File: src/verilog/axi_defs.svh
// ========================================
// AXI widths, response and burst codes,
// atop fields and memory limits.
// ========================================

`ifndef AXI_DEFS_SVH
`define AXI_DEFS_SVH

// Channel widths.
`define AXI_ID_W        4
`define AXI_ADDR_W      16
`define AXI_DATA_W      32
`define AXI_STRB_W      4

// Atop bits 5:4 equal to this value mean an ordinary write.
`define AXI_ATOP_NONE   2'b00
// Atop bit that asks for read data on top of the B response.
`define AXI_ATOP_RRESP  5

// Response and burst codes.
`define AXI_RESP_OKAY   2'b00
`define AXI_RESP_SLVERR 2'b10
`define AXI_BURST_INCR  2'b01

// Memory depth in 32-bit words.
`define MEM_WORDS       256
// Default limit on outstanding downstream writes.
`define MAX_WRITE_TXNS  4

`endif

File: src/verilog/axi_pkg.sv
// ========================================
// AXI channel structs, request/response
// bundles and FSM state enums.
// ========================================

`default_nettype none

package axi_pkg;

  `include "axi_defs.svh"

  // Write address channel.
  typedef struct packed {
    logic [`AXI_ID_W-1:0]   id;
    logic [`AXI_ADDR_W-1:0] addr;
    logic [7:0]             len;
    logic [2:0]             size;
    logic [1:0]             burst;
    logic [5:0]             atop;
  } aw_chan_t;

  // Write data channel.
  typedef struct packed {
    logic [`AXI_DATA_W-1:0] data;
    logic [`AXI_STRB_W-1:0] strb;
    logic                   last;
  } w_chan_t;

  // Write response channel.
  typedef struct packed {
    logic [`AXI_ID_W-1:0] id;
    logic [1:0]           resp;
  } b_chan_t;

  // Read address channel.
  typedef struct packed {
    logic [`AXI_ID_W-1:0]   id;
    logic [`AXI_ADDR_W-1:0] addr;
    logic [7:0]             len;
    logic [2:0]             size;
    logic [1:0]             burst;
  } ar_chan_t;

  // Read data channel.
  typedef struct packed {
    logic [`AXI_ID_W-1:0]   id;
    logic [`AXI_DATA_W-1:0] data;
    logic [1:0]             resp;
    logic                   last;
  } r_chan_t;

  // Everything driven by the master.
  typedef struct packed {
    aw_chan_t aw;
    logic     aw_valid;
    w_chan_t  w;
    logic     w_valid;
    logic     b_ready;
    ar_chan_t ar;
    logic     ar_valid;
    logic     r_ready;
  } axi_req_t;

  // Everything driven by the slave.
  typedef struct packed {
    logic    aw_ready;
    logic    ar_ready;
    logic    w_ready;
    logic    b_valid;
    b_chan_t b;
    logic    r_valid;
    r_chan_t r;
  } axi_resp_t;

  // Filter W-side states.
  typedef enum logic [2:0] {
    W_RESET, W_FEEDTHROUGH, BLOCK_AW, ABSORB_W, HOLD_B, INJECT_B, WAIT_R
  } w_state_e;

  // Filter R-side states.
  typedef enum logic [1:0] {
    R_RESET, R_FEEDTHROUGH, INJECT_R, R_HOLD
  } r_state_e;

  // SRAM slave write and read phases.
  typedef enum logic [1:0] {
    MEM_WR_IDLE, MEM_WR_DATA, MEM_WR_RESP
  } mem_wr_state_e;

  typedef enum logic {
    MEM_RD_IDLE, MEM_RD_DATA
  } mem_rd_state_e;

endpackage

`default_nettype wire

File: src/verilog/axi_atop_filter.sv
// ========================================
// AXI atop filter: W/R FSMs, burst count,
// SLVERR B and R injection.
// ========================================

`timescale 1ns/1ps
`default_nettype none
`include "axi_defs.svh"

module axi_atop_filter #(
  parameter int unsigned MaxWriteTxns = `MAX_WRITE_TXNS
) (
  input  wire logic               clk_i,
  input  wire logic               rst_ni,
  input  wire axi_pkg::axi_req_t  slv_req_i,
  output axi_pkg::axi_resp_t      slv_resp_o,
  output axi_pkg::axi_req_t       mst_req_o,
  input  wire axi_pkg::axi_resp_t mst_resp_i
);

  // Two bits minimum so that minus one is distinguishable.
  localparam int unsigned CntW = (MaxWriteTxns == 1) ? 2 : $clog2(MaxWriteTxns + 1);

  typedef struct packed {
    logic            underflow;
    logic [CntW-1:0] cnt;
  } w_cnt_t;

  w_cnt_t               w_cnt_d, w_cnt_q;
  axi_pkg::w_state_e    w_state_d, w_state_q;
  axi_pkg::r_state_e    r_state_d, r_state_q;
  logic [`AXI_ID_W-1:0] id_d, id_q;
  logic [7:0]           r_beats_d, r_beats_q;
  logic [7:0]           r_cmd_len;

  logic aw_wo_w, w_wo_aw;
  logic aw_atomic, w_last_beat, b_busy;
  logic aw_pass, aw_absorb, w_pass, w_absorb, b_inject;
  logic r_inject, r_last;
  logic r_cmd_push_valid, r_cmd_push_ready, r_cmd_pop_valid, r_cmd_pop_ready;

  // AW downstream still waiting for its W burst.
  assign aw_wo_w = !w_cnt_q.underflow && (w_cnt_q.cnt != '0);
  // Complete W burst downstream ahead of its AW (count of minus one).
  assign w_wo_aw = w_cnt_q.underflow && (&w_cnt_q.cnt);

  assign aw_atomic   = slv_req_i.aw_valid && (slv_req_i.aw.atop[5:4] != `AXI_ATOP_NONE);
  assign w_last_beat = slv_req_i.w_valid && slv_req_i.w.last;
  // Pass-through B that has not yet been taken.
  assign b_busy      = mst_resp_i.b_valid && !slv_req_i.b_ready;

  // W-side FSM.
  always_comb begin
    aw_pass          = 1'b0;
    aw_absorb        = 1'b0;
    w_pass           = 1'b0;
    w_absorb         = 1'b0;
    b_inject         = 1'b0;
    id_d             = id_q;
    r_cmd_push_valid = 1'b0;
    w_state_d        = w_state_q;
    unique case (w_state_q)
      axi_pkg::W_RESET: w_state_d = axi_pkg::W_FEEDTHROUGH;
      axi_pkg::W_FEEDTHROUGH: begin
        // AW passes below the outstanding limit.
        aw_pass = w_wo_aw || (w_cnt_q.cnt < MaxWriteTxns);
        // W passes for a missing burst, or with a plain AW on the bus.
        w_pass  = aw_wo_w || (slv_req_i.aw_valid && !aw_atomic && !w_wo_aw);
        if (aw_atomic) begin
          aw_pass = 1'b0;
          if (aw_wo_w) begin
            // Hold the atomic AW until earlier W bursts are complete.
            w_state_d = axi_pkg::BLOCK_AW;
          end else begin
            // Swallow the atomic AW and keep its ID.
            aw_absorb        = 1'b1;
            id_d             = slv_req_i.aw.id;
            r_cmd_push_valid = slv_req_i.aw.atop[`AXI_ATOP_RRESP];
            w_pass           = 1'b0;
            w_absorb         = 1'b1;
            if (w_last_beat) begin
              w_state_d = b_busy ? axi_pkg::HOLD_B : axi_pkg::INJECT_B;
            end else begin
              w_state_d = axi_pkg::ABSORB_W;
            end
          end
        end
      end
      axi_pkg::BLOCK_AW: begin
        // Let earlier W bursts finish first.
        if (aw_wo_w) begin
          w_pass = 1'b1;
        end else begin
          // Now take the waiting atomic AW.
          aw_absorb        = 1'b1;
          id_d             = slv_req_i.aw.id;
          r_cmd_push_valid = slv_req_i.aw.atop[`AXI_ATOP_RRESP];
          w_absorb         = 1'b1;
          if (w_last_beat) begin
            w_state_d = b_busy ? axi_pkg::HOLD_B : axi_pkg::INJECT_B;
          end else begin
            w_state_d = axi_pkg::ABSORB_W;
          end
        end
      end
      axi_pkg::ABSORB_W: begin
        w_absorb = 1'b1;
        if (w_last_beat) begin
          w_state_d = b_busy ? axi_pkg::HOLD_B : axi_pkg::INJECT_B;
        end
      end
      axi_pkg::HOLD_B: begin
        // Wait for the stalled pass-through B.
        if (mst_resp_i.b_valid && slv_req_i.b_ready) begin
          w_state_d = axi_pkg::INJECT_B;
        end
      end
      axi_pkg::INJECT_B: begin
        b_inject = 1'b1;
        if (slv_req_i.b_ready) begin
          if (r_cmd_pop_valid && !r_cmd_pop_ready) begin
            w_state_d = axi_pkg::WAIT_R;
          end else begin
            w_state_d = axi_pkg::W_FEEDTHROUGH;
          end
        end
      end
      axi_pkg::WAIT_R: begin
        // Stored ID is needed until the R burst is out.
        if (!r_cmd_pop_valid) begin
          w_state_d = axi_pkg::W_FEEDTHROUGH;
        end
      end
      default: w_state_d = axi_pkg::W_RESET;
    endcase
  end

  assign r_last = (r_beats_q == '0);

  // R-side FSM.
  always_comb begin
    r_inject        = 1'b0;
    r_cmd_pop_ready = 1'b0;
    r_beats_d       = r_beats_q;
    r_state_d       = r_state_q;
    unique case (r_state_q)
      axi_pkg::R_RESET: r_state_d = axi_pkg::R_FEEDTHROUGH;
      axi_pkg::R_FEEDTHROUGH: begin
        if (mst_resp_i.r_valid && !slv_req_i.r_ready) begin
          r_state_d = axi_pkg::R_HOLD;
        end else if (r_cmd_pop_valid && !mst_resp_i.r_valid) begin
          // Start injection only while the pass-through R is idle.
          r_beats_d = r_cmd_len;
          r_state_d = axi_pkg::INJECT_R;
        end
      end
      axi_pkg::INJECT_R: begin
        r_inject = 1'b1;
        if (slv_req_i.r_ready) begin
          if (r_last) begin
            r_cmd_pop_ready = 1'b1;
            r_state_d       = axi_pkg::R_FEEDTHROUGH;
          end else begin
            r_beats_d = r_beats_q - 8'd1;
          end
        end
      end
      axi_pkg::R_HOLD: begin
        if (mst_resp_i.r_valid && slv_req_i.r_ready) begin
          r_state_d = axi_pkg::R_FEEDTHROUGH;
        end
      end
      default: r_state_d = axi_pkg::R_RESET;
    endcase
  end

  // Port muxing.
  always_comb begin
    mst_req_o          = slv_req_i;
    mst_req_o.aw.atop  = '0;
    mst_req_o.aw_valid = slv_req_i.aw_valid && aw_pass;
    mst_req_o.w_valid  = slv_req_i.w_valid && w_pass;
    mst_req_o.b_ready  = slv_req_i.b_ready && !b_inject;
    mst_req_o.r_ready  = slv_req_i.r_ready && !r_inject;

    slv_resp_o          = mst_resp_i;
    slv_resp_o.aw_ready = aw_absorb || (aw_pass && mst_resp_i.aw_ready);
    slv_resp_o.w_ready  = w_absorb || (w_pass && mst_resp_i.w_ready);
    if (b_inject) begin
      slv_resp_o.b_valid = 1'b1;
      slv_resp_o.b.id    = id_q;
      slv_resp_o.b.resp  = `AXI_RESP_SLVERR;
    end
    if (r_inject) begin
      slv_resp_o.r_valid = 1'b1;
      slv_resp_o.r       = '0;
      slv_resp_o.r.id    = id_q;
      slv_resp_o.r.resp  = `AXI_RESP_SLVERR;
      slv_resp_o.r.last  = r_last;
    end
  end

  // Downstream AW minus complete W bursts.
  always_comb begin
    w_cnt_d = w_cnt_q;
    if (mst_req_o.aw_valid && mst_resp_i.aw_ready) begin
      w_cnt_d.cnt = w_cnt_d.cnt + 1'b1;
    end
    if (mst_req_o.w_valid && mst_resp_i.w_ready && mst_req_o.w.last) begin
      w_cnt_d.cnt = w_cnt_d.cnt - 1'b1;
    end
    if (w_cnt_q.underflow && (w_cnt_d.cnt == '0)) begin
      w_cnt_d.underflow = 1'b0;
    end else if ((w_cnt_q.cnt == '0) && (&w_cnt_d.cnt)) begin
      w_cnt_d.underflow = 1'b1;
    end
  end

  always_ff @(posedge clk_i or negedge rst_ni) begin
    if (!rst_ni) begin
      w_state_q <= axi_pkg::W_RESET;
      r_state_q <= axi_pkg::R_RESET;
      w_cnt_q   <= '0;
      id_q      <= '0;
      r_beats_q <= '0;
    end else begin
      w_state_q <= w_state_d;
      r_state_q <= r_state_d;
      w_cnt_q   <= w_cnt_d;
      id_q      <= id_d;
      r_beats_q <= r_beats_d;
    end
  end

  // Length of the R burst still owed.
  stream_register #(
    .T (logic [7:0])
  ) r_cmd_reg (
    .clk_i   (clk_i),
    .rst_ni  (rst_ni),
    .valid_i (r_cmd_push_valid),
    .ready_o (r_cmd_push_ready),
    .data_i  (slv_req_i.aw.len),
    .valid_o (r_cmd_pop_valid),
    .ready_i (r_cmd_pop_ready),
    .data_o  (r_cmd_len)
  );

  // Downstream never sees an atomic write.
  a_no_atop: assert property (@(posedge clk_i) disable iff (!rst_ni)
    aw_atomic |-> !mst_req_o.aw_valid);

  // Injected B holds its payload until taken.
  a_inject_b_hold: assert property (@(posedge clk_i) disable iff (!rst_ni)
    (b_inject && !slv_req_i.b_ready) |=> (slv_resp_o.b_valid && $stable(slv_resp_o.b)));

  // Command buffer has drained before the next atomic AW.
  a_cmd_push: assert property (@(posedge clk_i) disable iff (!rst_ni)
    r_cmd_push_valid |-> r_cmd_push_ready);

endmodule

`default_nettype wire

File: src/verilog/stream_register.sv
// ========================================
// One-entry valid/ready register.
// ========================================

`timescale 1ns/1ps
`default_nettype none

module stream_register #(
  parameter type T = logic
) (
  input  wire logic clk_i,
  input  wire logic rst_ni,
  input  wire logic valid_i,
  output logic      ready_o,
  input  wire T     data_i,
  output logic      valid_o,
  input  wire logic ready_i,
  output T          data_o
);

  logic valid_q;
  T     data_q;

  // Room for a new item when empty or drained this cycle.
  assign ready_o = !valid_q || ready_i;
  assign valid_o = valid_q;
  assign data_o  = data_q;

  // Occupancy flag.
  always_ff @(posedge clk_i or negedge rst_ni) begin
    if (!rst_ni) begin
      valid_q <= 1'b0;
    end else if (valid_i && ready_o) begin
      valid_q <= 1'b1;
    end else if (ready_i) begin
      valid_q <= 1'b0;
    end
  end

  // Stored item.
  always_ff @(posedge clk_i) begin
    if (valid_i && ready_o) begin
      data_q <= data_i;
    end
  end

endmodule

`default_nettype wire
File: config.mk
export PLATFORM = sky130hd
export DESIGN_NAME = axi_atop_filter
export DESIGN_NICKNAME = d
export VERILOG_FILES = /design/src/verilog/axi_pkg.sv /design/src/verilog/axi_atop_filter.sv /design/src/verilog/stream_register.sv
export VERILOG_INCLUDE_DIRS = /design/src /design/src/verilog
export SDC_FILE = /design/constraint.sdc
export NUM_CORES = 1
export LEC_CHECK = 0
export BUFFER_PORTS_ARGS = -buffer_cell sky130_fd_sc_hd__buf_4
export CORE_AREA = 4 4 125 127
export DETAILED_ROUTE_END_ITERATION = 8
export DIE_AREA = 0 0 129 131
export PLACE_DENSITY_LB_ADDON = 0.08
export SLEW_MARGIN = 0
export SYNTH_ARGS = -nofsm -noshare
export SYNTH_HDL_FRONTEND = slang
export SYNTH_SLANG_ARGS = --single-unit
File: constraint.sdc
create_clock -name clk_i -period 5.1 [get_ports clk_i]
set_input_delay 0.765 -clock clk_i [delete_from_list [all_inputs] [get_ports clk_i]]
set_output_delay 0.765 -clock clk_i [all_outputs]
set_load 0.02 [all_outputs]
Word level (Yosys, flattened, before mapping)
Index checks and enable logic that the tools add are counted.
{"block": "classes", "addsub": 3, "magnitude_cmp": 1, "n_eq_ne": 22, "muxes": 51, "reduce_logical": 56}
{"cell": "40-bit two-way mux", "count": 1}
{"cell": "3-bit two-way mux", "count": 11}
{"cell": "8-bit two-way mux", "count": 4}
{"cell": "1-bit logical AND", "count": 24}
{"cell": "2-bit != test (second input constant)", "count": 12}
{"cell": "3-bit case mux with 7 select lines", "count": 1}
{"cell": "1-bit two-way mux", "count": 19}
{"cell": "8-bit case mux with 2 select lines", "count": 1}
{"cell": "1-bit logical NOT", "count": 10}
{"cell": "2-bit two-way mux", "count": 5}
{"cell": "2-bit nonzero test", "count": 5}
{"cell": "3-bit equality test (second input constant)", "count": 3}
{"cell": "3-bit logical NOT", "count": 3}
{"cell": "8-bit logical NOT", "count": 1}
{"cell": "4-bit two-way mux", "count": 2}
{"cell": "2-bit case mux with 4 select lines", "count": 1}
{"cell": "4-bit case mux with 2 select lines", "count": 1}
{"cell": "8-bit by 1-bit subtractor with 8-bit output (second input constant)", "count": 1}
{"cell": "7-bit two-way mux", "count": 1}
{"cell": "3-bit by 2-bit equality test with 1-bit output (second input constant)", "count": 2}
{"cell": "1-bit case mux with 2 select lines", "count": 3}
{"cell": "3-bit AND reduction", "count": 2}
{"cell": "6-bit AND reduction", "count": 1}
{"cell": "1-bit logical OR", "count": 5}
{"cell": "other kinds (13)", "count": 14}
{"block": "totals", "regBits": 30, "in_bits": 166, "output_inout_bits": 164, "wordCells": 141}

Logic depth before layout (Yosys ltp)
Gate-level depths: netlist (run 1).
{"block": "logic_depth", "ltp_word": 17, "mapped_depth": 9, "depth_no_buf": 9}

Cells and area by module
A second synthesis (run 1) with hierarchy kept.
{"block": "hier_totals", "cells_unflattened": 365, "area_unflattened_um2": 2992.9}
{"mod": "axi_atop_filter", "instances": 1, "cells_each": 353, "area_each_um2": 2698.8}
{"mod": "stream_register", "instances": 1, "cells_each": 12, "area_each_um2": 294.0}

Worst setup path before layout (run 1)
No wires, ideal clock.
{"block": "synth_path", "path_kind": "flip-flop to output port", "start": "reg w_cnt_q[0] in the netlist's numbering", "end": "out slv_resp_o[47] in the netlist's numbering", "t_arrival_ns": 1.945, "t_required_ns": 4.335, "setup_slack_ns": 2.390, "stages_incl_launch_ff": 9, "n_path_buf": 0, "cell_sequence": "dfrtp_1 > inv_1 > ha_1 > nand2b_1 > nor2b_1 > nor3_2 > maj3_1 > inv_1 > o21ai_1"}
{"element": "start, declared", "line": "axi_atop_filter.sv:29", "text": "w_cnt_t w_cnt_d, w_cnt_q;"}
{"element": "start signal, assigned", "line": "axi_atop_filter.sv:229", "text": "w_cnt_q <= w_cnt_d;"}
{"element": "end, declared", "line": "axi_atop_filter.sv:16", "text": "output axi_pkg::axi_resp_t slv_resp_o,"}

==> impl_table.tex, run 1 <==
\begin{tabular}{lr}
\hline
Metric & Value \\
\hline
\multicolumn{2}{l}{\textbf{Status}} \\
Outcome & finished, final reports clean \\
\multicolumn{2}{l}{\textbf{STA}} \\
Final worst path period need & between 3 and 4 ns \\
Max frequency & about 0.3 GHz \\
Max-slew violation count & 0 \\
Transition time of the tightest slew-check pin & just under 1 ns \\
Setup Viol. Count Final & 0 \\
Relative max-transition margin & 35.7\% \\
Worst Skew & slightly below 0.005 ns \\
Final Hold Viols & 0 \\
Final period utilization & between 60 and 70\% \\
Final total negative setup slack & 0 ns \\
Setup repair after global routing missed its margin & no \\
\multicolumn{2}{l}{\textbf{Clocking}} \\
Clock Root Buffer & sky130\_fd\_sc\_hd\_\_clkbuf\_16 \\
Register clock-pin slew on the reported worst setup and hold paths & roughly 0.050 ns \\
Count of clock tree sinks & 30 \\
Post-CTS resize count & 0 \\
CTS tree & yes \\
CTS buffer count & 5 \\
Post-CTS setup-driven buffer insertion count & 0 \\
Number of H-tree levels & 2 \\
Number of buffers on the longest clock path & 2 \\
Clock network latency to the later pin of the worst-skew pair & roughly 0.27 ns \\
Cts-stage hold buffer count & 0 \\
\multicolumn{2}{l}{\textbf{Placed design}} \\
Buffers on Ports & approximately 140 \\
Final estimated routing congestion in global placement & around 0.74 \\
Final HPWL from detailed placement & 10100 µm \\
\multicolumn{2}{l}{\textbf{Final layout}} \\
Inserted Diodes & 0 \\
Final core area utilization & about 24\% \\
Layout overhead on the synthesized area & 16.8\% \\
Layout cell share with drive strength beyond 1 & between 40\% and 50\% \\
Post-layout nets & $\sim$560 \\
\multicolumn{2}{l}{\textbf{Setup path}} \\
Endpoint kind of the worst setup timing path & primary output \\
Startpoint types & flip-flop \\
Critical path class & reg -> out \\
Data arrival time of the worst path & roughly 2.6 ns \\
CP Max Fanout & 7 \\
Worst Path Required & $\sim$4.3 ns \\
Number of cells on the worst reg-to-reg path & 7 \\
\multicolumn{2}{l}{\textbf{Power and ir drop}} \\
Worst ir drop on vdd & $\sim$0.13 mV \\
Power per unit of standard cell area & 446 nW/µm² \\
Post-layout total power & $\sim$0.0016 W \\
Standby leakage power & about 1.6 nW \\
\multicolumn{2}{l}{\textbf{Routing}} \\
Vias per cell & 4.19 \\
Routed wirelength normalized by instance count & 20.6 µm \\
Final ANT Viol Nets & 0 \\
DRC & 0 \\
DR pass1 iterations & 4 \\
Violation count after the first detailed-route iteration & between 60 and 70 \\
Total Routed Length & $\sim$12000 µm \\
Via count & roughly 2400 \\
\multicolumn{2}{l}{\textbf{Die}} \\
Number of core rows & 44 \\
Vertical die dimension & approximately 130 µm \\
Floorplan Core Area & $\sim$14000 µm² \\
Full die area & approximately 17000 µm² \\
Horizontal die dimension & $\sim$130 µm \\
Number of I/O pins & between 300 and 400 \\
Starting utilization of the core area & between 20\% and 30\% \\
\multicolumn{2}{l}{\textbf{Yosys}} \\
Synth area leader & sky130\_fd\_sc\_hd\_\_buf\_4 \\
FF+latch count, synth & 30 \\
Synth Instances & 367 \\
Top cells by area in the synthesized netlist & sky130\_fd\_sc\_hd\_\_buf\_4, sky130\_fd\_sc\_hd\_\_dfrtp\_1, sky130\_fd\_sc\_hd\_\_edfxtp\_1 \\
Post-synthesis cell area & $\sim$3000 µm² \\
Synth top area share & between 20 and 30\% \\
Number of distinct standard cells referenced by the synthesized netlist & between 50 and 60 \\
Number of synthesis warnings & 0 \\
Mean cell area of the mapped netlist & slightly above 8 µm² \\
Sequential area share after synthesis & a little over a quarter \\
\multicolumn{2}{l}{\textbf{Global routing}} \\
Number of antenna violations at the first check in global routing & 0 \\
Number of global-route vias before repair & 2457 \\
Pin count of the biggest net entering global routing & 59 \\
Wire length of the first global-routing pass & 15900 µm \\
Total routing resource utilization after global routing & 12.8\% \\
GRT Residual Overflow & 0 \\
\multicolumn{2}{l}{\textbf{Run}} \\
Total of max-cap violations & 0 \\
\multicolumn{2}{l}{\textbf{Min path}} \\
Type of the worst min-delay path & in -> async \\
\hline
\end{tabular}
-- Yosys cell counts (all sizes together) --
cell type and count:
maj3 1, clkbuf 8, and4 1, nor3b 1, a22oi 2, o31ai 1, a211oi 1, xor2 1
o22a 1, o22ai 2, mux2i 4, nand2 30, o21a 1, nor3 4, or3 2, nand3b 3
buf 115, nand2b 8, a31oi 4, a41o 1, dfrtp 22, inv 8, nor2 26, or2 1
a32oi 1, and2 37, conb 1, nor2b 5, ha 5, xnor2 2, edfxtp 8, nor4 1
a32o 1, a22o 2, nand3 3, a21oi 16, mux2 8, a311o 1, a21bo 1, o31a 1
o21ai 20, and4bb 1, nand4 1, nand4b 1, o211ai 3
-- logic make-up after synthesis --
logic type / after synthesis / share of synthesized area, %
AOI/OAI and AO/OA: 59 / 12.8
xor gates and xnor gates: 3 / 1.12
adders and majority gates: 6 / 2.40
buffers and inverters: 131 / 30.7
DFF: 30 / 26.2
muxes: 12 / 4.31
other: 1 / 0.124
and+or+nand+nor: 125 / 22.4
-- through the flow --
step           instances  hold slack, ns  cell area (µm²)  setup slack, ns
2_1_floorplan        372           0.465             3040             2.39
3_3_place_gp         568           0.497             3390             2.00
3_5_place_dp         568           0.494             3390             2.00
4_1_cts              576           0.410             3530             1.70
5_1_grt              576           0.412             3530             1.49
6_report             576           0.388             3530             1.73
-- per-layer routing --
metal / track usage [%] / routed length (µm)
met5: 0 / 0
met4: 2.04 / 168
met1: 15.4 / 4320
met2: 18.3 / 5300
met3: 10.2 / 2090
-- power breakdown --
| part | switching [W] | internal (W) |
|---|---|---|
| clock | 0.000102 | 0.000178 |
| sequential | 0.000109 | 0.000330 |
| combinational | 0.000484 | 0.000371 |
-- worst max-delay path, cell delays in order (launching register included) --
cell                       delay [ns]
sky130_fd_sc_hd__dfrtp_1         0.39
sky130_fd_sc_hd__inv_1           0.17
sky130_fd_sc_hd__ha_1            0.18
sky130_fd_sc_hd__nand2b_1        0.16
sky130_fd_sc_hd__nor2b_1         0.23
sky130_fd_sc_hd__nor3_2          0.58
sky130_fd_sc_hd__maj3_1          0.30
sky130_fd_sc_hd__inv_1           0.04
sky130_fd_sc_hd__o21ai_1         0.11
sky130_fd_sc_hd__buf_4           0.16
-- final timing paths --
| check | from | endpoint | slack (ns) |
|---|---|---|---|
| setup / recovery | w_cnt_q[0]$_DFF_PN0_ | slv_resp_o[47] | 1.73 |
| max in group asynchronous | rst_ni | id_q[1]$_DFFE_PN0P_ | 4.45 |
| hold reg to reg | r_beats_q[6]$_DFFE_PN0P_ | r_beats_q[6]$_DFFE_PN0P_ | 0.50 |
| min in group clk_i | r_beats_q[6]$_DFFE_PN0P_ | r_beats_q[6]$_DFFE_PN0P_ | 0.50 |
| setup reg to reg | w_cnt_q[0]$_DFF_PN0_ | r_cmd_reg.data_o[2]$_DFFE_PP_ | 2.20 |
| hold / removal | rst_ni | r_state_q[0]$_DFFE_PN0P_ | 0.39 |
-- state kept, by name, indices dropped and copies added (netlist names) --
register and flops:
r_cmd_reg.data_o 8, w_state_q 3, r_state_q 2, w_cnt_q 4
r_cmd_reg.valid_o 1, id_q 4, r_beats_q 8
-- layout by cell type, fill, tap and decap left out, types with 2 or more instances in the layout --
cell type | Yosys | routed
sky130_fd_sc_hd__and2_1 | 37 | 37
sky130_fd_sc_hd__a22oi_1 | 2 | 2
sky130_fd_sc_hd__nor2b_1 | 4 | 4
sky130_fd_sc_hd__o211ai_1 | 2 | 2
sky130_fd_sc_hd__or3_1 | 2 | 2
sky130_fd_sc_hd__a22o_1 | 2 | 2
sky130_fd_sc_hd__ha_1 | 5 | 5
sky130_fd_sc_hd__a31oi_1 | 4 | 4
sky130_fd_sc_hd__nand2b_1 | 8 | 7
sky130_fd_sc_hd__dfrtp_1 | 22 | 22
sky130_fd_sc_hd__o22ai_1 | 2 | 2
sky130_fd_sc_hd__conb_1 | 1 | 6
sky130_fd_sc_hd__a21oi_1 | 14 | 14
sky130_fd_sc_hd__nand3_1 | 2 | 2
sky130_fd_sc_hd__mux2_2 | 8 | 8
sky130_fd_sc_hd__nand3b_1 | 3 | 3
sky130_fd_sc_hd__buf_4 | 111 | 135
sky130_fd_sc_hd__inv_1 | 8 | 8
sky130_fd_sc_hd__o21ai_0 | 19 | 19
sky130_fd_sc_hd__edfxtp_1 | 8 | 8
sky130_fd_sc_hd__nand2_1 | 30 | 30
sky130_fd_sc_hd__mux2i_1 | 4 | 4
sky130_fd_sc_hd__clkbuf_16 | 0 | 5
sky130_fd_sc_hd__nor2_1 | 26 | 26
sky130_fd_sc_hd__nor3_1 | 3 | 3
-- cell type report --
| type | instances | area [µm²] |
|---|---|---|
| multi-input cells | 211 | 1330 |
| well taps | 184 | 230 |
| inverters | 8 | 30.0 |
| flip-flops and latches | 30 | 791 |
| clock buffers | 6 | 129 |
| fillers | 1583 | 10900 |
| repair buffers | 135 | 1010 |
| clock inverters | 2 | 8.76 |
Power figures use the tool's default switching activity.
==> inputs of run 2 (changes only) <==
- ABC_AREA: unset -> 1
- CORE_AREA: 4 4 125 127 -> 4 4 127 129
- DIE_AREA: 0 0 129 131 -> 0 0 131 133
- clock period: 5.1 -> 3.4 ns (I/O delays scaled with it)
==> run 2 against run 1 <==
Clock power grew 52%. Core utilization shrank 0.10 points. Critical endpoint is now slv_resp_o[49]. Sequential cell count is the same.
==> impl_table.tex, run 2 <==
\begin{tabular}{lr}
\hline
Metric & Value \\
\hline
\multicolumn{2}{l}{\textbf{Yosys}} \\
Most frequently used flop master after synthesis & sky130\_fd\_sc\_hd\_\_dfrtp\_1 \\
Fraction of synthesized area in multiplexers & less than 1\% \\
Synth top area share & $\sim$27\% \\
Post-synthesis async set-or-reset flop share & between 70\% and 80\% \\
Most frequent cells after synthesis & sky130\_fd\_sc\_hd\_\_buf\_4, sky130\_fd\_sc\_hd\_\_inv\_1, sky130\_fd\_sc\_hd\_\_nand2\_1 \\
Top cells by area in the synthesized netlist & sky130\_fd\_sc\_hd\_\_buf\_4, sky130\_fd\_sc\_hd\_\_dfrtp\_1, sky130\_fd\_sc\_hd\_\_inv\_1 \\
Post-synthesis cell area & between 3000 and 4000 µm² \\
Synth area leader & sky130\_fd\_sc\_hd\_\_buf\_4 \\
Number of distinct standard cells referenced by the synthesized netlist & 36 \\
Number of synthesis warnings & 0 \\
Synth Instances & roughly 460 \\
Number of flops mapped to enable cells by yosys & 8 \\
Mean cell area of the mapped netlist & a little under 7 µm² \\
Post-synthesis share of cell area spent on xor and xnor gates & less than 1\% \\
Synthesized-area fraction occupied by adder cells & under 10\% \\
Dominant combinational cell family by area after synthesis & buffers and inverters \\
Sequential area share after synthesis & approximately 25\% \\
Post-synthesis compound-gate area fraction & 9.48\% \\
Most repeated cell in the gate-level netlist after synthesis & sky130\_fd\_sc\_hd\_\_buf\_4 \\
Share of synthesized cell area in and, or, nand and nor gates & around 25\% \\
FF+latch count, synth & 30 \\
\multicolumn{2}{l}{\textbf{Routing}} \\
DR pass1 iterations & 4 \\
Vias per cell & around 4.1 \\
Total Routed Length & approximately 11000 µm \\
Violation count after the first detailed-route iteration & between 40 and 50 \\
Routed wirelength normalized by instance count & around 16 µm \\
DRC & 0 \\
Final ANT Viol Nets & 0 \\
Via count & between 2000 and 3000 \\
\multicolumn{2}{l}{\textbf{Setup path}} \\
Buf+Inv Stages, Crit Path & 5 \\
Chain of cells forming the critical path & inv\_1, ha\_1, inv\_1, nor2\_1, nor2\_1, inv\_1, nand2\_1, nand2\_1, inv\_1, o31ai\_1, buf\_4 \\
Worst setup slack for register-to-register paths & between 1 and 1.5 ns \\
Cell family contributing the most delay on the critical path & simple AND/OR/NAND/NOR gates \\
Largest stage delay, worst path & approximately 0.40 ns \\
Startpoint types & flip-flop \\
Endpoint kind of the worst setup timing path & primary output \\
Crit path max-delay cell type & sky130\_fd\_sc\_hd\_\_dfrtp\_1 \\
Data arrival time of the worst path & 2.20 ns \\
Critical path class & reg -> out \\
Worst Path Required & between 2 and 3 ns \\
CP Max Fanout & 9 \\
Most used cell along the critical path & sky130\_fd\_sc\_hd\_\_inv\_1 \\
\multicolumn{2}{l}{\textbf{STA}} \\
Transition time of the tightest slew-check pin & approximately 0.65 ns \\
Worst Skew & 0.00493 ns \\
Final critical-path setup slack & 0.692 ns \\
Final total negative setup slack & 0 ns \\
Final worst path period need & 2.71 ns \\
Max frequency & 0.369 GHz \\
Max-slew violation count & 0 \\
Setup repair after global routing missed its margin & no \\
Final period utilization & around four fifths \\
Relative max-transition margin & a little under three fifths \\
Setup Viol. Count Final & 0 \\
Final Hold Viols & 0 \\
\multicolumn{2}{l}{\textbf{Final layout}} \\
Leading cell type in the layout, fill and taps excluded & sky130\_fd\_sc\_hd\_\_buf\_4 \\
Post-layout nets & around 660 \\
Commonest cells after routing, fill and taps aside & sky130\_fd\_sc\_hd\_\_buf\_4, sky130\_fd\_sc\_hd\_\_inv\_1, sky130\_fd\_sc\_hd\_\_nand2\_1 \\
Layout overhead on the synthesized area & 17.6\% \\
Layout cell share with drive strength beyond 1 & between 30\% and 40\% \\
Inserted Diodes & 0 \\
Final core area utilization & between 20\% and 30\% \\
\multicolumn{2}{l}{\textbf{Die}} \\
Number of I/O pins & between 300 and 400 \\
Number of core rows & 45 \\
Starting utilization of the core area & between 20\% and 30\% \\
Full die area & 17400 µm² \\
Vertical die dimension & 133 µm \\
Horizontal die dimension & 131 µm \\
Floorplan Core Area & between 15000 and 20000 µm² \\
\multicolumn{2}{l}{\textbf{Status}} \\
Outcome & finished, final reports clean \\
\multicolumn{2}{l}{\textbf{Placed design}} \\
Minimum setup slack after placement & a little under 1 ns \\
Buffers on Ports & 135 \\
Final estimated routing congestion in global placement & about 0.78 \\
Final HPWL from detailed placement & $\sim$9000 µm \\
\multicolumn{2}{l}{\textbf{Global routing}} \\
Total routing resource utilization after global routing & about 11\% \\
GRT Residual Overflow & 0 \\
Number of global-route vias before repair & roughly 2800 \\
Wire length of the first global-routing pass & $\sim$15000 µm \\
Pin count of the biggest net entering global routing & 31 \\
Number of antenna violations at the first check in global routing & 0 \\
\multicolumn{2}{l}{\textbf{Clocking}} \\
Cts-stage hold buffer count & 0 \\
Number of buffers on the longest clock path & 2 \\
Post-CTS setup-driven buffer insertion count & 0 \\
CTS tree & yes \\
Post-CTS resize count & 0 \\
Clock Root Buffer & sky130\_fd\_sc\_hd\_\_clkbuf\_16 \\
Clock network latency to the later pin of the worst-skew pair & between 0.2 and 0.3 ns \\
CTS buffer count & 5 \\
Count of clock tree sinks & 30 \\
Register clock-pin slew on the reported worst setup and hold paths & 0.05 ns \\
Number of H-tree levels & 2 \\
\multicolumn{2}{l}{\textbf{Power and ir drop}} \\
Worst ir drop on vdd & between 0.2 and 0.25 mV \\
Power per unit of standard cell area & roughly 700 nW/µm² \\
Standby leakage power & between 2 and 2.5 nW \\
\multicolumn{2}{l}{\textbf{Run}} \\
Total of max-cap violations & 0 \\
\multicolumn{2}{l}{\textbf{Min path}} \\
Type of the worst min-delay path & in -> async \\
\hline
\end{tabular}
-- run 2: changes by cell type in the layout (fill, tap and decap cells not counted), sizes merged, moves of 5 or more --
cell / change
and2: -37
nand2b: -8
nor2b: -5
o21ai: +11
nand3: +11
nand2: +52
nor2: +37
mux2: -8
inv: +70
-- run 2: final timing paths --
kind / from / endpoint / cells past startpoint
worst max-delay path: w_cnt_q[0]$_DFF_PN0_ / slv_resp_o[49] / 11
worst min-delay path: rst_ni / w_cnt_q[0]$_DFF_PN0_ / 1
worst max register to register: w_cnt_q[0]$_DFF_PN0_ / w_cnt_q[3]$_DFFE_PN0P_ / 16
worst min register to register: r_state_q[1]$_DFFE_PN0P_ / r_state_q[1]$_DFFE_PN0P_ / 2
max in group asynchronous: rst_ni / w_state_q[2]$_DFFE_PN0P_ / 1
min in group clk_i: slv_req_i[87] / r_cmd_reg.data_o[1]$_DFFE_PP_ / 1
-- run 2: final cells by class --
cell class                 instances  area (µm²)
clock buffer                       6         129
clock inverter                     2        10.0
fill                            1716       11400
inverter                          78         293
multi-input combinational        236        1180
sequential                        30         791
tap                              188         235
timing repair buffer             136        1020
-- run 2: per-layer routing --
metal / part of all wire [%] / track usage [%]
met1: 34 / 11.0
met2: 53 / 20.7
met3: 11 / 4.97
met4: 2.4 / 3.66
met5: 0 / 0
-- run 2: metrics by stage --
stage / cell area [µm²] / hold slack [ns] / cells / power, W
floorplan: 3130 / 0.214 / 463 / 0.00175
global placement: 3520 / 0.440 / 668 / 0.00212
detailed placement: 3520 / 0.446 / 668 / 0.00212
CTS: 3660 / 0.145 / 676 / 0.00257
global route: 3660 / 0.151 / 676 / 0.00276
finish: 3660 / 0.132 / 676 / 0.00251
-- run 2: logic make-up after synthesis --
family,Yosys count
buffers and inverters,197
muxes,1
and+or+nand+nor,169
DFF,30
other,1
adders and majority gates,5
AOI/OAI and AO/OA,53
xor gates and xnor gates,2
-- run 2: power breakdown --
part           internal (W)  leakage, nW  switching [W]
Clock              0.000268       0.0706       0.000157
Sequential         0.000500        0.339       0.000118
Combinational      0.000540         1.61       0.000930
-- run 2: worst register-to-register path, delay by kind of cell, from the launching register on --
| family | cells | cell delay, ns |
|---|---|---|
| AND/OR/NAND/NOR | 10 | 0.79 |
| AO/OA/AOI/OAI | 1 | 0.34 |
| flip-flops | 1 | 0.41 |
| buffers and inverters | 2 | 0.10 |
| adder cells (fa/ha/maj) | 3 | 0.69 |
